**src/hdl/streamer_pkg.sv**
```systemverilog
package streamer_pkg;

  // widths
  localparam int ADDR_W   = 32;  // byte address
  localparam int STRM_W   = 32;  // stream beat
  localparam int MEM_W    = 64;  // read window, one beat plus misalignment slack
  localparam int LEN_W    = 16;  // length and counters
  localparam int STRIDE_W = 16;  // stride in bytes

  // memory geometry
  localparam int MEM_WORDS = 1024;
  localparam int MEM_IDX_W = $clog2(MEM_WORDS);

  // offset fifo in the source, >= gnt to r_valid latency + 1
  localparam int OFFS_DEPTH = 4;
  localparam int OFFS_PTR_W = $clog2(OFFS_DEPTH);

  // one memory request, held stable until gnt
  typedef struct packed {
    logic              req;
    logic              we;     // 1 = store
    logic [3:0]        be;
    logic [ADDR_W-1:0] addr;   // word aligned
    logic [STRM_W-1:0] wdata;
  } mem_req_t;

  // response, r_valid one cycle after the accepting edge
  typedef struct packed {
    logic             gnt;
    logic             r_valid;
    logic [MEM_W-1:0] rdata;   // two words, lower index in low half
  } mem_rsp_t;

  // stream beat, ready runs the other way
  typedef struct packed {
    logic              valid;
    logic [STRM_W-1:0] data;
  } strm_t;

  // job setup
  typedef struct packed {
    logic                start;
    logic [ADDR_W-1:0]   base_addr;
    logic [STRIDE_W-1:0] stride;     // bytes
    logic [LEN_W-1:0]    length;     // words
  } streamer_ctrl_t;

  typedef struct packed {
    logic ready_start;
    logic done;
  } streamer_flags_t;

  typedef enum logic [1:0] {
    IDLE,
    WORKING,
    DONE
  } streamer_state_t;

endpackage

```
**src/hdl/mem_arbiter.sv**
```systemverilog
`timescale 1ns/1ns

module mem_arbiter (
  input  logic                   clk_i,
  input  logic                   rst_ni,
  input  streamer_pkg::mem_req_t req_i [2],
  output streamer_pkg::mem_rsp_t rsp_o [2],
  output streamer_pkg::mem_req_t bank_req_o,
  input  streamer_pkg::mem_rsp_t bank_rsp_i
);

  logic both;
  logic sel;        // port that owns the bank this cycle
  logic prio_q;     // preferred port on conflict
  logic accept;
  logic rd_port_q;  // port of last granted read

  assign both       = req_i[0].req & req_i[1].req;
  assign sel        = both ? prio_q : req_i[1].req;
  assign bank_req_o = req_i[sel];
  assign accept     = bank_req_o.req & bank_rsp_i.gnt;

  always_comb begin
    for (int i = 0; i < 2; i++) begin
      rsp_o[i].gnt     = accept & (sel == 1'(i));
      rsp_o[i].r_valid = bank_rsp_i.r_valid & (rd_port_q == 1'(i));
      rsp_o[i].rdata   = bank_rsp_i.rdata;  // shared, qualified by r_valid
    end
  end

  always_ff @(posedge clk_i or negedge rst_ni) begin
    if (!rst_ni) begin
      prio_q    <= 1'b0;
      rd_port_q <= 1'b0;
    end else if (accept) begin
      prio_q <= ~sel;  // round robin, flips on every grant
      if (!bank_req_o.we)
        rd_port_q <= sel;
    end
  end

endmodule

```
**config.mk**
```make
export PLATFORM = sky130hd
export DESIGN_NAME = mem_arbiter
export DESIGN_NICKNAME = d
export VERILOG_FILES = /design/src/hdl/streamer_pkg.sv /design/src/hdl/mem_arbiter.sv
export SDC_FILE = /design/constraint.sdc
export NUM_CORES = 1
export LEC_CHECK = 0
export ABC_AREA = 1
export BUFFER_PORTS_ARGS = -buffer_cell sky130_fd_sc_hd__buf_2
export CAP_MARGIN = 30
export CORE_AREA = 3 3 160 162
export DETAILED_ROUTE_END_ITERATION = 8
export DIE_AREA = 0 0 163 165
export PLACE_DENSITY = 0.37
export SLEW_MARGIN = 40
export SYNTH_ARGS = -nofsm -noshare
export SYNTH_HDL_FRONTEND = slang
export SYNTH_SLANG_ARGS = --single-unit
```
**constraint.sdc**
```tcl
create_clock -name clk_i -period 1.4 [get_ports clk_i]
set_clock_uncertainty 0.2 [all_clocks]
set_input_delay 0.35 -clock clk_i [delete_from_list [all_inputs] [get_ports clk_i]]
set_output_delay 0.35 -clock clk_i [all_outputs]
set_load 0.005 [all_outputs]
```
After elaboration in Yosys (flattened, before gate mapping)
Index checks and enable logic that the tools add are counted.

word-level totals
  bits in registers = 2
  input bits = 208
  output and inout bits = 202
  logic and storage cells = 18

cells by class
  order comparisons = 1
  multiplexer cells = 4
  bitwise operators = 10
  reduce and logical (&&, ||, !) cells = 1

operators with widths
  cell                                                       count
  70-bit 2-to-1 mux                                          3
  1-bit AND                                                  6
  1-bit NOT                                                  3
  2-bit greater-or-equal comparator (second input constant)  1
  1-bit NOT with 2-bit output                                1
  2-bit AND reduction                                        1
  1-bit 2-to-1 mux                                           1

Depth between registers and ports, before layout
Gate-level depths: netlist (run 1).

  depth after elaboration = 8
  depth in mapped cells = 8
  gate-level depth less buffers = 6

Least setup slack after synthesis (run 1)
No wires, ideal clock.

  kind = flip-flop to output port
  from = register prio_q
  to = output bank_req_o[59] (netlist name)
  arrival time = 934 ps
  data required time = 850 ps
  slack = -84 ps
  cell stages (with the launch flop) = 8
  path buffers = 2
  cell sequence = dfrtp_1 > inv_1 > nand2_2 > nand2_4 > buf_6 > buf_4 > nand2_1 > nand2_1

RTL lines
  item                      line               source
  start: declaration        mem_arbiter.sv:14  logic prio_q;
  start signal: assignment  mem_arbiter.sv:36  prio_q <= ~sel;
  end: declaration          mem_arbiter.sv:8   output streamer_pkg::mem_req_t bank_req_o,

==> flow_summary_export.csv, run 1 <==
group,metric,value,unit
routing,firstDrtPassIters,4,
floorplanning,die_h,165,um
clock_tree,insertion_delay,0.22,ns
synth,syn_inst,373,
synth,yosysUniqueCellTypes,14,
routing,wl_per_cell,13.3,um
sta,hold_viol,0,
power,worst_ir_drop_vdd,0.275,mV
sta,period_share,137,%
synth,synth_area,2050,um2
critical_path,criticalPathCategory,"flop to primary output",
synth,yosysWarnings,0,
finish,fin_util,12.3,%
grt,grt_antenna_before_repair,0,
power,comb_power_share,68.3,%
power,power_density,538,nW/um2
power,power_frac_seq,4.9,%
grt,grt_max_degree,32,
floorplanning,dieArea,26900,um2
hold_path,hp-start,"req_i[68]",
finish,syn2layout_area_growth,45.8,%
hold_path,holdPathStages,4,
placed_design,gp_congestion,0.656,
critical_path,worst_setup_path_startpoint,"prio_q$_DFFE_PN0P_",
synth,yosysSeqAreaShare,2.44,%
sta,rsz0062_at_grt,"yes",
critical_path,cp_slowest_cell,"dfrtp_1",
sta,slew_headroom,83.4,%
routing,ant_nets,0,
hold_path,hold_class,"input pin to flop",
critical_path,regToRegStartpoint,"prio_q$_DFFE_PN0P_",
power,p_clk_share,26.8,%
synth,syn_avg_cell_area,5.49,um2
status,status,"finished with violations",
job,cap_violations,0,
sta,worst_pin_slew,0.248,ns
sta,whs,0.241,ns
critical_path,max_stage_delay,0.36,ns
critical_path,end_kind,"primary output",
finish,multi_input_area,955,um2
floorplanning,design.core.area,24200,um2
finish,nets,679,
critical_path,arrival,1.37,ns
power,swShare,37.8,%
finish,seq_area,50.0,um2
floorplanning,initial_core_util,8.44,%
clock_tree,cts_buffer_depth,2,
grt,grt.overflow.total,0,
power,leakage,1.81,nW
critical_path,worstPathMaxFanout,5,
routing,remaining_drc_errors,0,
sta,finalSetupViolations,73,
floorplanning,ios,410,
grt,grt_pass1_vias,2329,
power,totalPowerFinal,1.61,mW
synth,ys_seq_elements,2,
routing,drt_iter0_markers,58,
sta,fin_ws,-0.519,ns
finish,fillCellCount,2859,
placed_design,hpwl,7.53,mm
critical_path,cp_data_required_time,0.85,ns
grt,grt_pass1_wl,13.4,mm
critical_path,cp_cell_sequence,"inv_2, nand2_4, nand2_8, buf_12, clkbuf_16, nand2_2, nand2_1, buf_2",
clock_tree,cts.htree.levels,1,
clock_tree,clkSlewWorstSetupHoldPaths,0.03,ns
power,netSwitchingPower,0.608,mW
synth,mappedNetlistNets,581,
sta,drv_slew,0,
routing,drt-total-wl,10.5,mm
clock_tree,cts_tree,"done",
clock_tree,numCtsBuffers,3,
routing,viasPerCell,3.04,
critical_path,start_kind,"flop",
finish,drive_above_1_share,58.8,%
critical_path,reg2reg_depth,8,
grt,grt_usage,6.64,%
sta,finalCriticalPeriod,1.92,ns
routing,via_count,2411,
sta,max_freq,0.521,GHz
power,p_int,0.998,mW
floorplanning,die_w,163,um
status,violations,"setup timing",
clock_tree,root_buffer,"clkbuf_16",
clock_tree,clock-sinks,2,
placed_design,pre_cts_slack,-0.340,ns
floorplanning,rows,57,
placed_design,port-buffer-count,217,
finish,n_antenna_cell,0,
## registers in the layout, indices dropped and copies added (netlist names)
signal,flops
prio_q,1
rd_port_q,1
## final timing paths
kind | end | slack (ns)
max reg2reg | rd_port_q$_DFFE_PN0P_ | -0.03
min | rd_port_q$_DFFE_PN0P_ | 0.24
min reg2reg | prio_q$_DFFE_PN0P_ | 0.38
min in group asynchronous | rd_port_q$_DFFE_PN0P_ | 0.28
max | bank_req_o[6] | -0.52
max in group asynchronous | prio_q$_DFFE_PN0P_ | 0.62
## cell usage after synthesis, drive strengths merged
library cell  number  area (um2)
nor2               4        15.0
nand2            211         827
inv                9        36.3
buf              143        1100
dfrtp              2        50.1
nand3              2        10.0
o21ai              2        10.0
## power groups by stage
| stage | registers (mW) | clock network, mW | logic [mW] |
|---|---|---|---|
| after CTS | 0.0791 | 0.438 | 1.04 |
| after global routing | 0.0800 | 0.445 | 1.23 |
| after global placement | 0.0791 | 0 | 0.889 |
| after detailed placement | 0.0795 | 0 | 0.884 |
| final | 0.0780 | 0.431 | 1.10 |
| after floorplan | 0.0728 | 0 | 0.697 |
## final cells by class
| type | instances | share of cell area [%] |
|---|---|---|
| Clock buffer | 3 | 2.51 |
| Inverter | 9 | 1.38 |
| Multi-Input combinational cell | 219 | 32.0 |
| Sequential cell | 2 | 1.68 |
| Tap cell | 324 | 13.6 |
| Timing Repair Buffer | 236 | 48.9 |
## logic make-up (layout without fill, tap and decap cells)
group	Yosys count	count (layout)	synth area share (%)
simple gates	217	217	41.6
buf+inv	152	248	55.4
compound gates	2	2	0.489
flops	2	2	2.45
## layout by cell type, fill, tap and decap left out, drive strengths merged
| cell | instances |
|---|---|
| buf | 232 |
| clkbuf | 6 |
| dfrtp | 2 |
| dlygate4sd3 | 1 |
| inv | 9 |
| nand2 | 211 |
| nand3 | 2 |
| nor2 | 4 |
| o21ai | 2 |
## critical path: cells and delay by family, from the launching register on
kind / cells / cell delay, ns
simple gates: 4 / 0.26
flops: 1 / 0.36
buf+inv: 4 / 0.51
## per-stage QoR
step | instances | cell area, um2 | setup TNS (ns)
3_3_place_gp | 779 | 2550 | -20.79
4_1_cts | 790 | 2830 | -34.32
5_1_grt | 793 | 2990 | -39.62
2_1_floorplan | 373 | 2050 | -4.05
6_report | 793 | 2990 | -33.22
3_5_place_dp | 779 | 2550 | -20.98
## layer usage
metal,vias up,share of wire [%],track usage [%]
met1,983,34,6.35
met4,0,7.0,5.04
li1,1168,-,-
met3,73,11,2.21
met2,187,47,11.8
met5,-,0,0
## repair_timing
action | 4_1_cts | 5_1_grt
pin swaps | 3 | 13
setup endpoints to repair | 75 | 74
cloned | 4 | 3
hold endpoints to repair | 2 | 0
gates resized for setup | 21 | 26
hold buffers | 1 | 0
buffers inserted | 3 | 0
Note: power is estimated with default switching activity, not from simulation.
==> inputs of run 2 (changes only) <==
--- a/config.mk
+++ b/config.mk
@@ -12,6 +12,7 @@
 export DETAILED_ROUTE_END_ITERATION = 8
 export DIE_AREA = 0 0 163 165
 export PLACE_DENSITY = 0.37
+export REMOVE_ABC_BUFFERS = 1
 export SLEW_MARGIN = 40
 export SYNTH_ARGS = -nofsm -noshare
 export SYNTH_HDL_FRONTEND = slang
==> flow_summary_export.csv, run 2 (synthesized netlist as in run 1, its figures left out) <==
group,metric,value,unit
job,cap_violations,0,
critical_path,worstPathMaxFanout,5,
grt,grt_use_met2,22.3,%
critical_path,cp_cell_sequence,"inv_2, nand2_4, nand2_8, buf_12, clkbuf_16, nand2_2, nand2_1, buf_2",
routing,via_count,2560,
routing,ant_nets,0,
clock_tree,numCtsBuffers,3,
finish,mostFrequentLayoutCell,"buf_2",
sta,rsz0062_at_grt,"yes",
power,netSwitchingPower,0.567,mW
routing,viasPerCell,3.24,
placed_design,hpwl,18.2,mm
critical_path,cp_slowest_cell,"dfrtp_1",
finish,fillCellCount,2884,
power,p_clk_share,28.8,%
finish,nets,676,
clock_tree,clock-sinks,2,
sta,period_share,133,%
grt,met1_usage,9.95,%
critical_path,end_kind,"primary output",
grt,grt_antenna_before_repair,3,
finish,drive_above_1_share,57.3,%
sta,fin_ws,-0.455,ns
grt,top_usage_layer,"met2",
sta,max_freq,0.539,GHz
floorplanning,dieArea,26900,um2
critical_path,arrival,1.31,ns
grt,grt_pass1_wl,23.9,mm
finish,syn2layout_area_growth,42.6,%
floorplanning,ios,410,
sta,finalSetupViolations,72,
sta,whs,0.222,ns
floorplanning,design.core.area,24200,um2
critical_path,cp_data_required_time,0.85,ns
power,power_frac_seq,4.9,%
grt,grt.overflow.total,0,
grt,met3_usage,18.3,%
finish,fin_util,12.0,%
routing,wl_per_cell,25.5,um
grt,grt_max_degree,38,
sta,drv_slew,0,
floorplanning,die_h,165,um
clock_tree,cts_tree,"done",
sta,worst_pin_slew,0.293,ns
critical_path,max_stage_delay,0.36,ns
floorplanning,initial_core_util,8.44,%
hold_path,hold_class,"input pin to flop",
power,p_int,0.967,mW
routing,drt-total-wl,20.2,mm
power,swShare,36.9,%
finish,final_cell_mix,"buf_2 (213), nand2_1 (186), nand2_2 (20)",
clock_tree,insertion_delay,0.22,ns
clock_tree,cts.htree.levels,1,
clock_tree,clkSlewWorstSetupHoldPaths,0.03,ns
sta,hold_viol,0,
finish,top_regs,"prio_q (1), rd_port_q (1)",
sta,finalCriticalPeriod,1.86,ns
status,status,"finished with violations",
sta,slew_headroom,80.4,%
routing,drt_iter0_markers,94,
grt,grt_pass1_vias,2266,
routing,remaining_drc_errors,0,
critical_path,criticalPathCategory,"flop to primary output",
grt,grt_usage,13.7,%
clock_tree,root_buffer,"clkbuf_16",
status,violations,"setup timing",
placed_design,gp_congestion,0.879,
clock_tree,cts_buffer_depth,2,
floorplanning,die_w,163,um
power,power_density,526,nW/um2
floorplanning,rows,57,
critical_path,start_kind,"flop",
routing,firstDrtPassIters,6,
power,worst_ir_drop_vdd,0.293,mV
power,leakage,1.79,nW
power,comb_power_share,66.3,%
placed_design,port-buffer-count,217,
-- run 2: cell type report --
class	count	area (um2)	area share [%]
diodes	1	2.50	0.0857
repair buffers	233	1410	48.2
multi-input cells	219	938	32.1
flip-flops and latches	2	50.0	1.71
inverters	9	41.3	1.41
well taps	324	405	13.9
clock buffers	3	75.1	2.57
-- run 2: per-stage QoR --
stage | cell area, um2 | setup TNS (ns) | total power, mW | worst slack, ns | cells
2_1_floorplan | 948 | -37.75 | 0.404 | -0.546 | 230
3_3_place_gp | 2560 | -25.04 | 0.959 | -0.465 | 781
3_5_place_dp | 2560 | -25.01 | 0.957 | -0.465 | 781
4_1_cts | 2800 | -30.88 | 1.50 | -0.463 | 788
5_1_grt | 2920 | -35.68 | 1.67 | -0.546 | 791
6_report | 2920 | -30.00 | 1.53 | -0.455 | 791
-- run 2: worst max-delay path: cells and delay by family, from the launching register on --
kind,cells,cell delay [ns]
simple gates,4,0.25
buf+inv,4,0.46
flops,1,0.36
-- run 2: path summary, 6_finish.rpt --
check	start	endpoint	slack [ns]	depth (start not counted)
max	prio_q$_DFFE_PN0P_	bank_req_o[19]	-0.46	8
min	req_i[68]	rd_port_q$_DFFE_PN0P_	0.22	4
max reg2reg	prio_q$_DFFE_PN0P_	rd_port_q$_DFFE_PN0P_	0.06	8
min reg2reg	rd_port_q$_DFFE_PN0P_	rd_port_q$_DFFE_PN0P_	0.32	2
max in group asynchronous	rst_ni	prio_q$_DFFE_PN0P_	0.58	2
min in group asynchronous	rst_ni	rd_port_q$_DFFE_PN0P_	0.32	2
-- run 2: timing repair --
action	CTS	global route
setup buffers	1	2
pin swaps	1	11
hold endpoints to repair	2	0
setup endpoints to repair	72	75
resized for setup	27	21
hold buffers	1	0
cloned	2	2
-- run 2: power groups by stage --
stage / sequential [mW] / clock [mW] / combinational, mW
2_1_floorplan: 0.0728 / 0 / 0.331
3_3_place_gp: 0.0740 / 0 / 0.885
3_5_place_dp: 0.0757 / 0 / 0.881
4_1_cts: 0.0748 / 0.448 / 0.976
5_1_grt: 0.0757 / 0.454 / 1.14
6_report: 0.0752 / 0.442 / 1.02
-- run 2: metal layers --
| layer | part of all wire [%] | vias to the layer above |
|---|---|---|
| li1 | - | 1161 |
| met1 | 24 | 1029 |
| met2 | 46 | 350 |
| met3 | 29 | 14 |
| met4 | 0.35 | 6 |
| met5 | 0.74 | - |
