[config.mk]
export PLATFORM = sky130hd
export DESIGN_NAME = core_sink
export DESIGN_NICKNAME = d
export VERILOG_FILES = /design/src/hdl/streamer_pkg.sv /design/src/hdl/core_sink.sv /design/src/hdl/stream_addr_gen.sv
export SDC_FILE = /design/constraint.sdc
export NUM_CORES = 1
export LEC_CHECK = 0
export ABC_AREA = 1
export BUFFER_PORTS_ARGS = -buffer_cell sky130_fd_sc_hd__buf_2
export CAP_MARGIN = 20
export CORE_MARGIN = 2
export CORE_UTILIZATION = 58
export DETAILED_ROUTE_END_ITERATION = 6
export GPL_TIMING_DRIVEN = 0
export PLACE_DENSITY = 0.88
export SLEW_MARGIN = 20
export SYNTH_ARGS = -nofsm -noshare
export SYNTH_HDL_FRONTEND = slang
export SYNTH_SLANG_ARGS = --single-unit
[constraint.sdc]
create_clock -name clk_i -period 5.5 [get_ports clk_i]
set_input_delay 1.1 -clock clk_i [delete_from_list [all_inputs] [get_ports clk_i]]
set_output_delay 1.1 -clock clk_i [all_outputs]
set_load 0.005 [all_outputs]
[src/hdl/streamer_pkg.sv]
package streamer_pkg;

  // widths
  localparam int ADDR_W   = 32;  // byte address
  localparam int STRM_W   = 32;  // stream beat
  localparam int MEM_W    = 64;  // read window, one beat plus misalignment slack
  localparam int LEN_W    = 16;  // length and counters
  localparam int STRIDE_W = 16;  // stride in bytes

  // memory geometry
  localparam int MEM_WORDS = 1024;
  localparam int MEM_IDX_W = $clog2(MEM_WORDS);

  // offset fifo in the source, >= gnt to r_valid latency + 1
  localparam int OFFS_DEPTH = 4;
  localparam int OFFS_PTR_W = $clog2(OFFS_DEPTH);

  // one memory request, held stable until gnt
  typedef struct packed {
    logic              req;
    logic              we;     // 1 = store
    logic [3:0]        be;
    logic [ADDR_W-1:0] addr;   // word aligned
    logic [STRM_W-1:0] wdata;
  } mem_req_t;

  // response, r_valid one cycle after the accepting edge
  typedef struct packed {
    logic             gnt;
    logic             r_valid;
    logic [MEM_W-1:0] rdata;   // two words, lower index in low half
  } mem_rsp_t;

  // stream beat, ready runs the other way
  typedef struct packed {
    logic              valid;
    logic [STRM_W-1:0] data;
  } strm_t;

  // job setup
  typedef struct packed {
    logic                start;
    logic [ADDR_W-1:0]   base_addr;
    logic [STRIDE_W-1:0] stride;     // bytes
    logic [LEN_W-1:0]    length;     // words
  } streamer_ctrl_t;

  typedef struct packed {
    logic ready_start;
    logic done;
  } streamer_flags_t;

  typedef enum logic [1:0] {
    IDLE,
    WORKING,
    DONE
  } streamer_state_t;

endpackage

[src/hdl/core_sink.sv]
`timescale 1ns/1ns

module core_sink (
  input  logic                          clk_i,
  input  logic                          rst_ni,
  input  logic                          clear_i,
  input  streamer_pkg::streamer_ctrl_t  ctrl_i,
  output streamer_pkg::streamer_flags_t flags_o,
  output streamer_pkg::mem_req_t        mem_req_o,
  input  streamer_pkg::mem_rsp_t        mem_rsp_i,
  input  streamer_pkg::strm_t           snk_strm_i,
  output logic                          snk_ready_o
);

  streamer_pkg::streamer_state_t cs, ns;

  logic                            gen_en;
  logic                            gen_clr;
  logic                            gen_valid;
  logic                            gen_done;
  logic [streamer_pkg::ADDR_W-1:0] gen_addr;
  logic                            wr_acc;     // write granted
  logic [streamer_pkg::LEN_W-1:0]  wr_cnt_q;
  logic [streamer_pkg::LEN_W-1:0]  wr_cnt_d;
  logic [streamer_pkg::LEN_W-1:0]  len_q;
  logic                            job_end;

  stream_addr_gen i_addr_gen (
    .clk_i        ( clk_i     ),
    .rst_ni       ( rst_ni    ),
    .clear_i      ( gen_clr   ),
    .ctrl_i       ( ctrl_i    ),
    .enable_i     ( gen_en    ),
    .addr_o       ( gen_addr  ),
    .addr_valid_o ( gen_valid ),
    .addr_ready_i ( wr_acc    ),
    .done_o       ( gen_done  )
  );

  // address joined with a beat, one word write
  assign mem_req_o.req   = gen_en & gen_valid & snk_strm_i.valid;
  assign mem_req_o.we    = 1'b1;
  assign mem_req_o.be    = 4'hf;
  assign mem_req_o.addr  = {gen_addr[streamer_pkg::ADDR_W-1:2], 2'b00};
  assign mem_req_o.wdata = snk_strm_i.data;

  assign snk_ready_o = gen_en & gen_valid & mem_rsp_i.gnt;  // no gnt, beat stays
  assign wr_acc      = mem_req_o.req & mem_rsp_i.gnt;
  assign wr_cnt_d    = wr_cnt_q + {{(streamer_pkg::LEN_W-1){1'b0}}, wr_acc};

  always_ff @(posedge clk_i or negedge rst_ni) begin
    if (!rst_ni) begin
      cs       <= streamer_pkg::IDLE;
      wr_cnt_q <= '0;
      len_q    <= '0;
    end else if (clear_i) begin
      cs       <= streamer_pkg::IDLE;
      wr_cnt_q <= '0;
    end else begin
      cs       <= ns;
      wr_cnt_q <= job_end ? '0 : wr_cnt_d;
      if (cs == streamer_pkg::IDLE && ctrl_i.start)
        len_q <= ctrl_i.length;
    end
  end

  always_comb begin
    ns                  = cs;
    job_end             = 1'b0;
    flags_o.ready_start = 1'b0;
    case (cs)
      streamer_pkg::IDLE: begin
        flags_o.ready_start = 1'b1;
        if (ctrl_i.start)
          ns = streamer_pkg::WORKING;
      end
      streamer_pkg::WORKING: begin
        if (wr_cnt_d == len_q)
          ns = streamer_pkg::DONE;  // last write granted now
      end
      streamer_pkg::DONE: begin
        if (gen_done && wr_cnt_q == len_q) begin
          job_end = 1'b1;
          ns      = streamer_pkg::IDLE;
        end
      end
      default: ns = streamer_pkg::IDLE;
    endcase
  end

  assign gen_en       = (cs == streamer_pkg::WORKING);
  assign gen_clr      = clear_i | job_end;
  assign flags_o.done = job_end;

endmodule

[src/hdl/stream_addr_gen.sv]
`timescale 1ns/1ns

module stream_addr_gen (
  input  logic                               clk_i,
  input  logic                               rst_ni,
  input  logic                               clear_i,
  input  streamer_pkg::streamer_ctrl_t       ctrl_i,
  input  logic                               enable_i,
  output logic [streamer_pkg::ADDR_W-1:0]    addr_o,
  output logic                               addr_valid_o,
  input  logic                               addr_ready_i,
  output logic                               done_o
);

  logic                               busy_q;    // job sampled, not yet cleared
  logic                               done_q;
  logic [streamer_pkg::LEN_W-1:0]     len_q;
  logic [streamer_pkg::LEN_W-1:0]     cnt_q;     // addresses handed out
  logic [streamer_pkg::LEN_W-1:0]     cnt_nxt;
  logic [streamer_pkg::ADDR_W-1:0]    addr_q;
  logic [streamer_pkg::STRIDE_W-1:0]  stride_q;
  logic                               sample;
  logic                               take;

  assign sample       = ctrl_i.start & ~busy_q;  // only between jobs
  assign addr_valid_o = enable_i & busy_q & (cnt_q != len_q);
  assign take         = addr_valid_o & addr_ready_i;
  assign cnt_nxt      = cnt_q + 1'b1;

  always_ff @(posedge clk_i or negedge rst_ni) begin
    if (!rst_ni) begin
      busy_q <= 1'b0;
      done_q <= 1'b0;
      len_q  <= '0;
      cnt_q  <= '0;
    end else if (clear_i) begin
      busy_q <= 1'b0;
      done_q <= 1'b0;
      cnt_q  <= '0;
    end else if (sample) begin
      busy_q <= 1'b1;
      len_q  <= ctrl_i.length;
      cnt_q  <= '0;
      done_q <= (ctrl_i.length == '0);  // empty job finishes at once
    end else if (take) begin
      cnt_q <= cnt_nxt;
      if (cnt_nxt == len_q)
        done_q <= 1'b1;                 // visible the cycle after the last address
    end
  end

  // address datapath
  always_ff @(posedge clk_i) begin
    if (sample) begin
      addr_q   <= ctrl_i.base_addr;
      stride_q <= ctrl_i.stride;
    end else if (take) begin
      addr_q <= addr_q + streamer_pkg::ADDR_W'(stride_q);
    end
  end

  assign addr_o = addr_q;
  assign done_o = done_q;  // held until clear

endmodule

# Word level (Yosys, flattened, before mapping)
# Index checks and enable logic that the tools add are counted.
[totals]
regBits = 116
in_bits = 167
out_inout_bits = 73
wordCells = 66
[classes]
add_sub_neg = 3
eq_ne = 9
mux = 21
bitwise = 12
reduce_logical = 12
[op_table]
columns = ["op", "count"]
rows = [
  ["two-way mux 16 bit", 5],
  ["two-way mux 32 bit", 2],
  ["== test 16 bit", 3],
  ["adder 32 x 16 -> 32 bit", 1],
  ["adder 16 x 1 -> 16 bit", 1],
  ["adder 16 x 1 -> 16 bit (second input constant)", 1],
  ["logical NOT 16 bit", 1],
  ["!= test 16 bit", 1],
  ["two-way mux 1 bit", 9],
  ["AND 1 bit", 8],
  ["two-way mux 2 bit", 4],
  ["!= test 3 bit (second input constant)", 2],
  ["case mux 2 bit (3 select lines)", 1],
  ["AND reduction 2 bit", 3],
  ["nonzero test 3 bit", 2],
  ["nonzero test 2 bit", 2],
  ["!= test 3 x 2 -> 1 bit (second input constant)", 1],
  ["inverter 1 bit", 3],
  ["AND reduction 3 bit", 1],
  ["== test 2 x 1 -> 1 bit (second input constant)", 1],
  ["== test 2 bit (second input constant)", 1],
  ["logical AND 1 bit", 2],
  ["logical NOT 2 bit", 1],
  ["bitwise OR 1 bit", 1],
]

# Longest topological paths before layout
[depth]
ltp_word = 11
mapped_depth = 26
mapped_depth_nobuf = 25

# Cells and area by module
# A second synthesis with hierarchy kept.
[hier_totals]
hier_cells = 1131
hier_area_um2 = 8174.1
[by_module_without_submodules]
columns = ["module", "n_inst", "cells_each", "area_each_um2", "seq_area_each_um2"]
rows = [
  ["stream_addr_gen", 1, 726, 5470.2, 2292.2],
  ["core_sink", 1, 405, 2703.8, 850.8],
]

# Worst setup path after synthesis
# Ideal clock, no wire load.
[synth_timing]
path_type = "input to register"
start = "input mem_rsp_i[65] (netlist bit)"
end = "register cs[0]"
setup_ps = 126
arrival_ps = 2699
t_required_ps = 5374
setup_slack_ps = 2674
stages = 14
n_path_buf = 0
path_cell_list = "nand4_1 -> clkinv_1 -> ha_1 -> nand3_1 -> nor2_4 -> nand4_1 -> o21ai_1 -> nand2_1 -> nand2_1 -> nand3_1 -> nor2_1 -> nand3_1 -> nand2_1 -> nand2_1"
[synth_between]
elab_chain_len = 5
[synth_lines]
columns = ["item", "line", "text"]
rows = [
  ["start, declared", "core_sink.sv:10", "input streamer_pkg::mem_rsp_t mem_rsp_i,"],
  ["AND 1 bit", "core_sink.sv:48", "assign wr_acc = mem_req_o.req & mem_rsp_i.gnt;"],
  ["adder 16 x 1 -> 16 bit", "core_sink.sv:49", "assign wr_cnt_d = wr_cnt_q + {{(streamer_pkg::LEN_W-1){1'b0}}, wr_acc};"],
  ["== test 16 bit", "core_sink.sv:78", "if (wr_cnt_d == len_q)"],
  ["!= test 3 x 2 -> 1 bit (no line)", "-", ""],
  ["AND reduction 3 bit (no line)", "-", ""],
  ["end signal, assigned", "core_sink.sv:53", "cs <= streamer_pkg::IDLE;"],
  ["end signal, assigned", "core_sink.sv:57", "cs <= streamer_pkg::IDLE;"],
  ["end signal, assigned", "core_sink.sv:60", "cs <= ns;"],
  ["end, declared", "core_sink.sv:15", "streamer_pkg::streamer_state_t cs, ns;"],
]
# No other way between the ends.
# A chain may end at the register's enable or synchronous reset.

# Worst setup path in the final report
[layout_timing]
start = "register len_q[3] (netlist bit)"
end = "output flags_o[0] (netlist bit)"
[layout_between]
elab_chain_len = 4
[layout_lines]
columns = ["item", "line", "text"]
rows = [
  ["start, declared", "core_sink.sv:25", "logic [streamer_pkg::LEN_W-1:0] len_q;"],
  ["start signal, assigned", "core_sink.sv:63", "len_q <= ctrl_i.length;"],
  ["== test 16 bit", "core_sink.sv:82", "if (gen_done && wr_cnt_q == len_q) begin"],
  ["logical AND 1 bit", "core_sink.sv:82", ""],
  ["two-way mux 1 bit", "core_sink.sv:82", ""],
  ["two-way mux 1 bit", "core_sink.sv:71", "case (cs)"],
  ["end, declared", "core_sink.sv:8", "output streamer_pkg::streamer_flags_t flags_o,"],
]
# No other way between the ends.

==> results by group <==
Timing
  – Unrepaired setup endpoints after global routing: false
  – Fmax: ~300 MHz
  – Max-slew headroom: 0.363
  – Final Hold Violating Endpoints: 0
  – Final period util: 0.615
  – Fin. max-slew vios: 0
  – Slew @ Worst Pin: about 0.95 ns
  – Fin Setup TNS: 0 ns
  – Final Skew: just under 0.009 ns
  – Final setup fails: 0
  – Tmin final: 3.38 ns

Routing
  – Post-DRT Antenna Nets: 0
  – WL final: 23100 um
  – Vias: approximately 8500
  – DRT Pass-1 Iters: 6
  – Initial DRC count: between 800 and 900
  – Wire per inst: between 15 and 20 um
  – Vias per cell: 5.53
  – DRC: 0

Power
  – Leakage: a little over 0.005 uW
  – Pwr per Cell Area: approximately 290 mW/mm2
  – Int Power: ~2000 uW
  – Flop pwr share: 0.366
  – Combinational fraction of design power: 0.232
  – Clock power share: 0.402
  – Sw power: around 900 uW
  – VDD IR max: 0.000326 V
  – Sw frac: 0.303

Synth
  – Top FF cell, synth: dfrtp_1
  – #FFs+latches synth: 116
  – Synth Warn #: 0
  – Synth Cell Area: around 0.0084 mm2
  – EDFF count, synth: 48
  – Register area share after synthesis: 0.374
  – Syn_area_per_cell: 7.13 um2
  – Async SR Flop Fraction: 0.586
  – Mapped Cells: approximately 1200
  – Post-synthesis cell type count: 47

Critical path
  – R2R depth: 20
  – Setup crit start kind: register
  – RR Endpoint: cs[0]
  – Critical path class: reg2out
  – CP Capture Type: output port
  – Critical path fanouts, max: 6
  – CP top delay family: simple AND/OR/NAND/NOR gates
  – Slowest stage delay, CP: ~0.46 ns
  – Cells along the critical path: inv_1 > nand2_1 > o21ai_0 > or3b_2 > nor4_1 > nand4_1 > nor2_1 > buf_4 > buf_2
  – Worst EP arrival: between 2 and 2.5 ns
  – Reg-to-reg slack, setup: 2.13 ns
  – WP buf/inv: 3
  – Data required time of the worst path: around 4.4 ns
  – FF-to-FF Start: i_addr_gen.cnt_q[12]
  – CP max-delay cell: dfrtp_1

Hold path
  – Hold worst-path end: len_q[8]
  – Worst Hold Launch: len_q[8]
  – Hold/Removal Path Class: reg2reg
  – Hold Path Cell Cnt: 2

Finish
  – Filler Cells Inserted: about 1100
  – Finished Core Util: 0.713
  – Share of cells above drive strength 1: 0.210
  – Layout area overhead: 18.8%
  – Nets: between 1500 and 2000
  – Antenna cell count: 0

Placed design
  – Final GP Congestion: approximately 0.95
  – Port Buffer Count: around 140
  – Final HPWL DP: 17400 um

Run status
  – Status: finished, final reports clean

Clocking
  – TritonCTS Sinks: 116
  – CTS Buffer Depth: 2
  – Clk root buf: clkbuf_16
  – CTS Buf Count: 17
  – Skew-Pair Late Insertion Delay: 0.43 ns
  – CTS resizes: 0
  – CTS tree: yes
  – Htree depth: 4
  – Post-CTS Setup Bufs: 0
  – CTS Hold Bufs: 0
  – Clock Pin Slew Worst Setup and Hold Paths: 0.06 ns

Global routing
  – Largest net degree at the start of global routing: 46
  – Vias in the first global route: approximately 8000
  – GRT Total Usage: 0.299
  – GRT overflow: 0
  – Global-route wire length before repair: roughly 38000 um
  – Initial antenna violation count: 0

Flow run
  – Max cap viols: 0

Die
  – I/O pin cnt: 240
  – Die Wd: around 120 um
  – Starting Density: 0.601
  – Site row count: 43
  – Core area: approximately 0.014 mm2
  – Die H: roughly 120 um
  – Overall die area: about 0.015 mm2
## placed cells by master, fill, tap and decap left out, drive strengths merged
cell type	instances
nand2	362
buf	214
inv	138
nor2	127
nand3	75
dfrtp	68
o21ai	66
edfxtp	48
a21oi	38
nand4	35
clkbuf	32
xor2	29
nor3	19
ha	19
xnor2	13
or2	9
clkinv	8
a31oi	7
nor4	7
conb	7
nand3b	5
o31ai	5
bufinv	4
a21o	3
clkinvlp	3
and2	3
o21bai	2
a21boi	1
o211ai	1
or3b	1
nor3b	1
and3	1
fa	1
## per-stage QoR
stage	power (uW)	hold WS (ns)	cells	cell area, um2	setup slack, ns
6_report	2930	0.523	1532	9980	2.12
4_1_cts	2920	0.524	1532	9980	2.12
3_5_place_dp	1750	0.497	1500	9350	2.06
2_1_floorplan	1540	0.472	1184	8420	2.67
5_1_grt	3060	0.545	1532	9980	1.86
3_3_place_gp	1720	0.493	1499	9320	2.09
## worst min-delay path: cells and delay by family (launching register included)
kind / cells / cell delay [ns]
simple gates: 1 / 0.06
compound gates: 1 / 0.06
flops: 1 / 0.36
## layout make-up
class                   instances  area (um2)  share of cell area
multi-input cells             837        4120               0.413
clock inverters                14         185              0.0186
plain buffers                  92         641              0.0642
repair buffers                136         706              0.0707
flip-flops and latches        116        3140               0.315
inverters                     139         522              0.0523
well taps                     180         225              0.0226
clock buffers                  18         439              0.0440
## registers in the layout (all words and copies together), names as in the netlist, 2 cells and up
register,flops
len_q,16
i_addr_gen.cnt_q,16
i_addr_gen.len_q,16
cs,2
i_addr_gen.stride_q,16
i_addr_gen.addr_o,32
wr_cnt_q,16
## metal layers
| layer | up-vias | track usage | wire length, um |
|---|---|---|---|
| li1 | 4054 | - | - |
| met1 | 3839 | 0.382 | 9000 |
| met2 | 504 | 0.497 | 11100 |
| met3 | 68 | 0.0558 | 2180 |
| met4 | 0 | 0.130 | 725 |
| met5 | - | 0 | 0 |
## power groups by stage
stage | combinational [uW] | clock [uW] | sequential (uW)
floorplan | 475 | 0 | 1060
global placement | 639 | 0 | 1080
detailed placement | 662 | 0 | 1090
CTS | 670 | 1180 | 1070
global route | 763 | 1220 | 1080
finish | 679 | 1180 | 1070
## worst max-delay path by stage
stage / startpoint / to / slack (ns) / depth (start not counted)
6_report: len_q[3] / flags_o[0] / 2.12 / 9
5_1_grt: i_addr_gen.cnt_q[12] / cs[0] / 1.86 / 20
4_1_cts: len_q[3] / flags_o[0] / 2.12 / 9
3_5_place_dp: mem_rsp_i[65] / cs[0] / 2.06 / 15
3_3_place_gp: mem_rsp_i[65] / cs[0] / 2.09 / 15
2_1_floorplan: mem_rsp_i[65] / cs[0] / 2.67 / 14
## cell usage after synthesis, drive strengths merged (14+ instances only)
cell type | instances | area share
edfxtp | 48 | 0.17
a21oi | 38 | 0.023
buf | 78 | 0.070
inv | 138 | 0.062
nand3 | 75 | 0.045
nand2 | 362 | 0.16
xor2 | 29 | 0.030
nand4 | 35 | 0.026
o21ai | 66 | 0.044
clkbuf | 14 | 0.0066
ha | 19 | 0.028
nor3 | 19 | 0.011
dfrtp | 68 | 0.20
nor2 | 127 | 0.062
## kinds of logic (layout without fill, tap and decap cells)
kind of cell / count (synthesis) / in the layout / share of synthesized area
xor gates and xnor gates: 42 / 42 / 0.0438
other: 2 / 7 / 0.000894
adders and majority gates: 20 / 20 / 0.0307
AOI/OAI and AO/OA: 123 / 123 / 0.0828
DFF: 116 / 116 / 0.374
and+or+nand+nor: 645 / 645 / 0.329
buffers and inverters: 231 / 399 / 0.138
(Power assumes the default switching activity.)
