$ cat config.mk
export PLATFORM = sky130hd
export DESIGN_NAME = core_source
export DESIGN_NICKNAME = d
export VERILOG_FILES = /design/src/hdl/streamer_pkg.sv /design/src/hdl/core_source.sv /design/src/hdl/stream_addr_gen.sv
export SDC_FILE = /design/constraint.sdc
export NUM_CORES = 1
export LEC_CHECK = 0
export ABC_AREA = 1
export BUFFER_PORTS_ARGS = -buffer_cell sky130_fd_sc_hd__buf_2
export CORE_MARGIN = 2
export CORE_UTILIZATION = 53
export CTS_CLUSTER_DIAMETER = 100
export DETAILED_ROUTE_END_ITERATION = 8
export PLACE_DENSITY = 0.76
export SYNTH_ARGS = -nofsm -noshare
export SYNTH_HDL_FRONTEND = slang
export SYNTH_SLANG_ARGS = --single-unit
$ cat constraint.sdc
create_clock -name clk_i -period 5.2 [get_ports clk_i]
set_input_delay 0.52 -clock clk_i [delete_from_list [all_inputs] [get_ports clk_i]]
set_output_delay 0.52 -clock clk_i [all_outputs]
set_load 0.02 [all_outputs]
$ cat src/hdl/streamer_pkg.sv
package streamer_pkg;

  // widths
  localparam int ADDR_W   = 32;  // byte address
  localparam int STRM_W   = 32;  // stream beat
  localparam int MEM_W    = 64;  // read window, one beat plus misalignment slack
  localparam int LEN_W    = 16;  // length and counters
  localparam int STRIDE_W = 16;  // stride in bytes

  // memory geometry
  localparam int MEM_WORDS = 1024;
  localparam int MEM_IDX_W = $clog2(MEM_WORDS);

  // offset fifo in the source, >= gnt to r_valid latency + 1
  localparam int OFFS_DEPTH = 4;
  localparam int OFFS_PTR_W = $clog2(OFFS_DEPTH);

  // one memory request, held stable until gnt
  typedef struct packed {
    logic              req;
    logic              we;     // 1 = store
    logic [3:0]        be;
    logic [ADDR_W-1:0] addr;   // word aligned
    logic [STRM_W-1:0] wdata;
  } mem_req_t;

  // response, r_valid one cycle after the accepting edge
  typedef struct packed {
    logic             gnt;
    logic             r_valid;
    logic [MEM_W-1:0] rdata;   // two words, lower index in low half
  } mem_rsp_t;

  // stream beat, ready runs the other way
  typedef struct packed {
    logic              valid;
    logic [STRM_W-1:0] data;
  } strm_t;

  // job setup
  typedef struct packed {
    logic                start;
    logic [ADDR_W-1:0]   base_addr;
    logic [STRIDE_W-1:0] stride;     // bytes
    logic [LEN_W-1:0]    length;     // words
  } streamer_ctrl_t;

  typedef struct packed {
    logic ready_start;
    logic done;
  } streamer_flags_t;

  typedef enum logic [1:0] {
    IDLE,
    WORKING,
    DONE
  } streamer_state_t;

endpackage

$ cat src/hdl/core_source.sv
`timescale 1ns/1ns

module core_source (
  input  logic                          clk_i,
  input  logic                          rst_ni,
  input  logic                          clear_i,
  input  streamer_pkg::streamer_ctrl_t  ctrl_i,
  output streamer_pkg::streamer_flags_t flags_o,
  output streamer_pkg::mem_req_t        mem_req_o,
  input  streamer_pkg::mem_rsp_t        mem_rsp_i,
  output streamer_pkg::strm_t           src_strm_o,
  input  logic                          src_ready_i
);

  streamer_pkg::streamer_state_t cs, ns;

  logic                               gen_en;
  logic                               gen_clr;
  logic                               gen_valid;
  logic                               gen_ready;
  logic                               gen_done;
  logic [streamer_pkg::ADDR_W-1:0]    gen_addr;

  // address fifo, two slots, head in slot 0
  logic [streamer_pkg::ADDR_W-1:0]    af_q [2];
  logic [1:0]                         af_cnt_q;
  logic                               af_push;
  logic                               af_pop;
  logic                               af_valid;
  logic                               af_wr_idx;

  // offset fifo, addr[1:0] of each load in flight
  logic [1:0]                         offs_q [streamer_pkg::OFFS_DEPTH];
  logic [streamer_pkg::OFFS_PTR_W-1:0] offs_wr_q;
  logic [streamer_pkg::OFFS_PTR_W-1:0] offs_rd_q;
  logic [streamer_pkg::OFFS_PTR_W:0]  offs_cnt_q;
  logic                               offs_full;
  logic                               offs_push;
  logic                               offs_pop;

  logic                               req_pend_q;  // raised, not yet granted
  logic                               hold_valid_q;
  logic [streamer_pkg::MEM_W-1:0]     hold_data_q;
  logic [streamer_pkg::MEM_W-1:0]     win;
  logic                               strm_xfer;
  logic [streamer_pkg::LEN_W-1:0]     strm_cnt_q;
  logic [streamer_pkg::LEN_W-1:0]     len_q;
  logic                               job_end;

  stream_addr_gen i_addr_gen (
    .clk_i        ( clk_i     ),
    .rst_ni       ( rst_ni    ),
    .clear_i      ( gen_clr   ),
    .ctrl_i       ( ctrl_i    ),
    .enable_i     ( gen_en    ),
    .addr_o       ( gen_addr  ),
    .addr_valid_o ( gen_valid ),
    .addr_ready_i ( gen_ready ),
    .done_o       ( gen_done  )
  );

  assign gen_ready = (af_cnt_q != 2'd2);
  assign af_push   = gen_valid & gen_ready;
  assign af_valid  = (af_cnt_q != 2'd0);
  assign af_pop    = mem_req_o.req & mem_rsp_i.gnt;
  assign af_wr_idx = af_cnt_q[0] & ~af_pop;  // slot 1 only if head stays

  always_ff @(posedge clk_i or negedge rst_ni) begin
    if (!rst_ni)
      af_cnt_q <= '0;
    else if (clear_i)
      af_cnt_q <= '0;
    else
      af_cnt_q <= af_cnt_q + {1'b0, af_push} - {1'b0, af_pop};
  end

  always_ff @(posedge clk_i) begin
    if (af_pop)
      af_q[0] <= af_q[1];        // shift toward head
    if (af_push)
      af_q[af_wr_idx] <= gen_addr;  // wins over the shift
  end

  // loads, no new one under back-pressure, a raised one stays until gnt
  assign mem_req_o.req   = (cs != streamer_pkg::IDLE) & af_valid &
                           ((src_ready_i & ~offs_full) | req_pend_q);
  assign mem_req_o.we    = 1'b0;
  assign mem_req_o.be    = '0;
  assign mem_req_o.addr  = {af_q[0][streamer_pkg::ADDR_W-1:2], 2'b00};
  assign mem_req_o.wdata = '0;

  assign offs_full = (offs_cnt_q == (streamer_pkg::OFFS_PTR_W+1)'(streamer_pkg::OFFS_DEPTH));
  assign offs_push = af_pop;
  assign offs_pop  = strm_xfer;

  always_ff @(posedge clk_i or negedge rst_ni) begin
    if (!rst_ni) begin
      req_pend_q <= 1'b0;
      offs_wr_q  <= '0;
      offs_rd_q  <= '0;
      offs_cnt_q <= '0;
    end else if (clear_i) begin
      req_pend_q <= 1'b0;
      offs_wr_q  <= '0;
      offs_rd_q  <= '0;
      offs_cnt_q <= '0;
    end else begin
      req_pend_q <= mem_req_o.req & ~mem_rsp_i.gnt;
      offs_wr_q  <= offs_wr_q + offs_push;  // wraps, depth is a power of two
      offs_rd_q  <= offs_rd_q + offs_pop;
      offs_cnt_q <= offs_cnt_q + offs_push - offs_pop;
    end
  end

  always_ff @(posedge clk_i) begin
    if (offs_push)
      offs_q[offs_wr_q] <= af_q[0][1:0];
  end

  // hold register catches a response that meets ready low
  always_ff @(posedge clk_i or negedge rst_ni) begin
    if (!rst_ni)
      hold_valid_q <= 1'b0;
    else if (clear_i)
      hold_valid_q <= 1'b0;
    else if (mem_rsp_i.r_valid)
      hold_valid_q <= ~src_ready_i;
    else if (src_ready_i)
      hold_valid_q <= 1'b0;
  end

  always_ff @(posedge clk_i) begin
    if (mem_rsp_i.r_valid)
      hold_data_q <= mem_rsp_i.rdata;
  end

  // four bytes of the window from the head offset on
  assign win              = mem_rsp_i.r_valid ? mem_rsp_i.rdata : hold_data_q;
  assign src_strm_o.valid = mem_rsp_i.r_valid | hold_valid_q;
  assign src_strm_o.data  = win[{offs_q[offs_rd_q], 3'b000} +: streamer_pkg::STRM_W];
  assign strm_xfer        = src_strm_o.valid & src_ready_i;

  always_ff @(posedge clk_i or negedge rst_ni) begin
    if (!rst_ni) begin
      cs         <= streamer_pkg::IDLE;
      strm_cnt_q <= '0;
      len_q      <= '0;
    end else if (clear_i) begin
      cs         <= streamer_pkg::IDLE;
      strm_cnt_q <= '0;
    end else begin
      cs <= ns;
      if (cs == streamer_pkg::IDLE && ctrl_i.start)
        len_q <= ctrl_i.length;   // own copy, ctrl may change mid job
      if (job_end)
        strm_cnt_q <= '0;
      else if (strm_xfer)
        strm_cnt_q <= strm_cnt_q + 1'b1;
    end
  end

  always_comb begin
    ns                  = cs;
    gen_en              = 1'b0;
    job_end             = 1'b0;
    flags_o.ready_start = 1'b0;
    case (cs)
      streamer_pkg::IDLE: begin
        flags_o.ready_start = 1'b1;
        if (ctrl_i.start)
          ns = streamer_pkg::WORKING;
      end
      streamer_pkg::WORKING: begin
        gen_en = 1'b1;
        if (gen_done)
          ns = streamer_pkg::DONE;  // all addresses in the fifo
      end
      streamer_pkg::DONE: begin
        if (!af_valid && strm_cnt_q == len_q) begin
          job_end = 1'b1;
          ns      = streamer_pkg::IDLE;
        end
      end
      default: ns = streamer_pkg::IDLE;
    endcase
  end

  assign gen_clr      = clear_i | job_end;
  assign flags_o.done = job_end;  // single cycle, IDLE follows

endmodule

$ cat src/hdl/stream_addr_gen.sv
`timescale 1ns/1ns

module stream_addr_gen (
  input  logic                               clk_i,
  input  logic                               rst_ni,
  input  logic                               clear_i,
  input  streamer_pkg::streamer_ctrl_t       ctrl_i,
  input  logic                               enable_i,
  output logic [streamer_pkg::ADDR_W-1:0]    addr_o,
  output logic                               addr_valid_o,
  input  logic                               addr_ready_i,
  output logic                               done_o
);

  logic                               busy_q;    // job sampled, not yet cleared
  logic                               done_q;
  logic [streamer_pkg::LEN_W-1:0]     len_q;
  logic [streamer_pkg::LEN_W-1:0]     cnt_q;     // addresses handed out
  logic [streamer_pkg::LEN_W-1:0]     cnt_nxt;
  logic [streamer_pkg::ADDR_W-1:0]    addr_q;
  logic [streamer_pkg::STRIDE_W-1:0]  stride_q;
  logic                               sample;
  logic                               take;

  assign sample       = ctrl_i.start & ~busy_q;  // only between jobs
  assign addr_valid_o = enable_i & busy_q & (cnt_q != len_q);
  assign take         = addr_valid_o & addr_ready_i;
  assign cnt_nxt      = cnt_q + 1'b1;

  always_ff @(posedge clk_i or negedge rst_ni) begin
    if (!rst_ni) begin
      busy_q <= 1'b0;
      done_q <= 1'b0;
      len_q  <= '0;
      cnt_q  <= '0;
    end else if (clear_i) begin
      busy_q <= 1'b0;
      done_q <= 1'b0;
      cnt_q  <= '0;
    end else if (sample) begin
      busy_q <= 1'b1;
      len_q  <= ctrl_i.length;
      cnt_q  <= '0;
      done_q <= (ctrl_i.length == '0);  // empty job finishes at once
    end else if (take) begin
      cnt_q <= cnt_nxt;
      if (cnt_nxt == len_q)
        done_q <= 1'b1;                 // visible the cycle after the last address
    end
  end

  // address datapath
  always_ff @(posedge clk_i) begin
    if (sample) begin
      addr_q   <= ctrl_i.base_addr;
      stride_q <= ctrl_i.stride;
    end else if (take) begin
      addr_q <= addr_q + streamer_pkg::ADDR_W'(stride_q);
    end
  end

  assign addr_o = addr_q;
  assign done_o = done_q;  // held until clear

endmodule

Word level (Yosys, flattened, before mapping) --
Memory sizes are Yosys's and may differ from the RTL's. Index checks and enable logic that the tools add are counted. W data, S select, Z words.
Word-level totals: memories 2, output and inout port bits 105, register bits 191, word-level logic and storage cells 112, bits in writable memories 72, input port bits 135
Memories:
- af_q | depth 2, width 32, rd ports 2, clocked after Yosys merged registers in 0, wr ports 2, RTL line core_source.sv:25 | logic [streamer_pkg::ADDR_W-1:0] af_q [2];
- offs_q | depth 4, width 2, rd ports 1, clocked after Yosys merged registers in 0, wr ports 1, RTL line core_source.sv:33 | logic [1:0] offs_q [streamer_pkg::OFFS_DEPTH];
Cells by class: shift-type cells 1, equal/unequal tests 10, reductions and logical operators 17, bitwise logic cells 21, muxes and demuxes 36, $add $sub $neg 9
Operators by type and width (count):
- $mux W16 | 6
- $mux W32 | 2
- $mux W64 | 1
- $shiftx A64 B6 Y32 | 1
- $add A16 B1 Y16 const B | 2
- $add A32 B16 Y32 | 1
- $eq A16 B16 Y1 | 2
- $mux W1 | 18
- $logic_not A16 Y1 | 1
- $ne A16 B16 Y1 | 1
- $mux W2 | 7
- $reduce_bool A3 Y1 | 4
- $and A1 B1 Y1 | 11
- $reduce_bool A2 Y1 | 4
- $not A1 Y1 | 7
- $add A2 B1 Y2 | 3
- $ne A3 B3 Y1 const B | 2
- $pmux W2 S3 | 1
- $reduce_and A2 Y1 | 3
- $add A3 B1 Y3 | 1
- $eq A3 B3 Y1 const B | 1
- $mux W3 | 1
- $ne A3 B2 Y1 const B | 1
- $or A1 B1 Y1 | 3
- other kinds (9) | 10

Logic depth before layout (Yosys ltp) --
depth in word-level cells 9, depth in mapped cells 15, depth with buffers taken out 14

Hierarchy --
Synthesis repeated with hierarchy kept, for this count alone.
Unflattened totals: cells, all modules 1686, area, all modules 13937.1 um^2
By module, submodules not included:
- core_source | times used 1, area each 8451.9 um^2, cells an instance 935
- stream_addr_gen | times used 1, area each 5485.3 um^2, cells an instance 751

Least setup slack after synthesis --
OpenSTA, ideal clock, no wires.
path type register to register, start point register cs[1], end point memory af_q[1][0] (netlist bit) (enable), path buffers 1, clock period less this slack 3.294 ns, cell stages (with the launch flop) 9, arrival 2.873 ns, data required time 4.779 ns, path slack 1.906 ns, cells stage by stage dfrtp_1 nor2_1 inv_1 nand2_1 nor2_2 nand2_1 nand2_4 buf_2 nor2_1
RTL lines:
- start, declared | RTL line core_source.sv:15 | streamer_pkg::streamer_state_t cs, ns;
- start signal, assigned | RTL line core_source.sv:145 | cs <= streamer_pkg::IDLE;
- start signal, assigned | RTL line core_source.sv:149 | cs <= streamer_pkg::IDLE;
- start signal, assigned | RTL line core_source.sv:152 | cs <= ns;
- end, declared | RTL line core_source.sv:25

==> summary.txt <==
Drt
  • Met1 Wirelength: 14,700 um
  • Max Used Layer: met4
  • DRC viols: 0
  • Vias per cell: 5.247
  • Drt wl/cell: 15.15 um
  • Met2 routed wirelength: 15,150 um
  • Initial DRC count: 920
  • Metal3 WL: 2092 um
  • Final ANT Viol Nets: 0
  • Vias: 11,310
  • Detailed Routing Iterations Pass 1: 6
  • Final WL: 32,650 um

Power and ir drop
  • Maximum resistive drop on vdd: 0.2312 mV
  • Pwr Density: 353.0 mW/mm^2
  • Static Leak: 7.117 nW
  • Total power: 5.477 mW

STA
  • Clock Skew: 0.01025 ns
  • Final min period: 3.651 ns
  • Slew Limit Fails: 0
  • FMAX: 273.9 MHz
  • Fin. Hold Viols: 0
  • RSZ-0062 raised after global routing: false
  • Post-route setup TNS: 0 ns
  • Crit share post-route: 0.7021
  • Worst Max-Slew Pin Slew: 1.047 ns
  • Worst setup margin: 1.549 ns
  • Worst hold slack: 0.1532 ns
  • Setup-failing EPs final: 0
  • Worst slew margin: 0.2977

Floorplanning
  • Die width: 165.6 um
  • Starting Density: 0.5354
  • Core region area: 0.02584 sq mm
  • DIE AREA: 0.02741 sq mm
  • Top Ports: 240
  • Rows: 59
  • Chip Height: 165.6 um

Synthesis
  • Seq/Total Area, Yosys: 0.4845
  • Top_reg_cell synth: edfxtp_1
  • Post-synth ARST share: 0.3098
  • Yosys cell types: 50
  • Synth area leader: edfxtp_1
  • Yosys warning total: 0
  • Mapped Cells: 1,655
  • Post-synth EDFFs: 120
  • Synth top cells by count: 396 x nand2_1, 180 x inv_1, 139 x o21ai_0, 120 x edfxtp_1
  • Synth top area cells: edfxtp_1 26%, dfrtp_1 14%, nand2_1 11%
  • Synth Cell Area: 0.01383 sq mm
  • Syn Area/Cell: 8.358 sq um
  • Post-synthesis register bit count: 255
  • Synth top area share: 0.2605
  • Top-count cell post-synth: nand2_1

Finish
  • Share of layout cells above drive strength 1: 0.1649
  • Final #Nets: 1,961
  • Fin area: 0.01551 sq mm
  • Multi-input combinational cell area: 0.005772 sq mm
  • Layout filler cell count: 2,262
  • Reg area: 0.006701 sq mm
  • Layout area overhead: 12.16%

Clock network
  • Reg clk slew, reported paths: 0.06 ns
  • # clock sinks: 255
  • CTS max path bufs: 3
  • H-tree depth: 1
  • Worst skew pair latency: 0.52 ns
  • CTS Buf Count: 27
  • CTS tree: yes
  • Post-CTS Repair Setup Buffers: 0
  • CTS Hold Bufs: 0
  • Clk root buf: clkbuf_16
  • Post-CTS sizing: 0

Run status
  • Outcome: complete, no violations

Critical path
  • Critical path endpoint category: output pin
  • Worst reg2reg startpoint: i_addr_gen.busy_q
  • CP max FO: 61
  • Crit path DAT: 3.13 ns
  • Critical path cell sequence: inv_2 -> nand2_1 -> nand3_1 -> nand2_2 -> inv_2 -> o21ai_0 -> a21oi_1 -> a21oi_1 -> buf_2
  • Crit path from: offs_rd_q[0]
  • R2R cell count: 5
  • Critical path class: flip-flop to output pin
  • Slowest stage cell, crit path: nand2_2
  • CP peak stage delay: 0.71 ns
  • Startpoint Class: flip-flop
  • Req. time, crit path: 4.68 ns

Placed design
  • DP Worst Slack: 1.635 ns
  • I/O Buffers: 192
  • Dpl cell area: 0.01462 sq mm
  • Placed wire-length estimate: 23,660 um
  • GPL Wtd Cong: 0.9627

Global routing
  • Total global-route track usage: 0.2353
  • Antenna violations before repair: 1
  • Grt total ovfl: 0
  • First-pass GRT wire length: 51,610 um
  • Largest net degree at the start of global routing: 80
  • Vias in the first global route: 10,580

Job
  • Max Cap Viol: 0

Worst hold path
  • Min-delay worst type: input pin to async pin
critical path: cells and delay by family (launching register included):
family | cells | cell delay [ns]
simple gates | 3 | 0.85
buf+inv | 3 | 0.75
compound gates | 3 | 0.54
flops | 1 | 0.45
cells in the final DEF (no fill, tap or decap), types with 5 or more instances in the layout:
cell type	count
buf_2	191
nand2_1	395
clkbuf_16	27
nand3_1	96
edfxtp_1	120
xnor2_1	25
xor2_1	30
dfrtp_1	79
dfxtp_1	56
conb_1	39
clkinv_1	6
or2_2	32
a21oi_1	96
nor4_1	9
inv_2	5
o21ai_0	139
ha_1	24
nor2_2	8
buf_4	9
nor2_1	95
o21ai_1	18
inv_1	180
mux2i_1	32
nand4_1	26
nor3_1	26
stage by stage:
stage,util,instances
finish,0.6004,2155
global route,0.6003,2154
CTS,0.6003,2154
detailed placement,0.5660,2106
global placement,0.5660,2106
floorplan,-,1693
layer usage:
layer / track usage / vias to the layer above
met4: 0.05603 / 0
met2: 0.3899 / 349
met1: 0.3263 / 5278
met5: 0 / -
li1: - / 5629
met3: 0.03596 / 51
layout make-up:
type                            instances  share of cell area
Antenna cell                            1           0.0001613
Clock buffer                           31             0.04452
Clock inverter                         17             0.01274
Inverter                              188             0.04557
Multi-Input combinational cell       1128              0.3720
Sequential cell                       255              0.4320
Tap cell                              335             0.02702
Timing Repair Buffer                  200             0.06597
worst paths after layout:
check | end | slack, ns
worst max-delay path | src_strm_o[10] | 1.55
worst min-delay path | i_addr_gen.len_q[14] | 0.15
worst max register to register | i_addr_gen.addr_o[2] | 1.99
worst min register to register | hold_data_q[51] | 0.45
max in group asynchronous | hold_valid_q | 4.39
min in group clk_i | i_addr_gen.stride_q[8] | 0.17
sequential cells by signal (all words and copies together) (netlist names), 2 cells and up:
| register | cells |
|---|---|
| strm_cnt_q | 16 |
| offs_cnt_q | 3 |
| offs_wr_q | 2 |
| af_cnt_q | 2 |
| i_addr_gen.stride_q | 16 |
| len_q | 16 |
| offs_rd_q | 2 |
| offs_q | 8 |
| i_addr_gen.addr_o | 32 |
| i_addr_gen.cnt_q | 16 |
| i_addr_gen.len_q | 16 |
| af_q | 64 |
| cs | 2 |
| hold_data_q | 56 |
power by group:
part	switching, mW	internal [mW]
sequential	0.126	2.32
combinational	0.722	0.378
clock	0.782	1.15
cells by family (layout without fill, tap and decap cells):
kind of cell | after synthesis | in the layout | synth area share
AND/OR/NAND/NOR | 707 | 707 | 0.2227
buffers and inverters | 310 | 436 | 0.1089
AO/OA/AOI/OAI | 269 | 269 | 0.1010
flip-flops | 255 | 255 | 0.4845
XOR/XNOR | 55 | 55 | 0.03483
multiplexers | 32 | 32 | 0.02316
adder cells (fa/ha/maj) | 26 | 26 | 0.02460
other | 1 | 40 | 0.0002711
No activity file was read; power rests on OpenSTA's default activity.
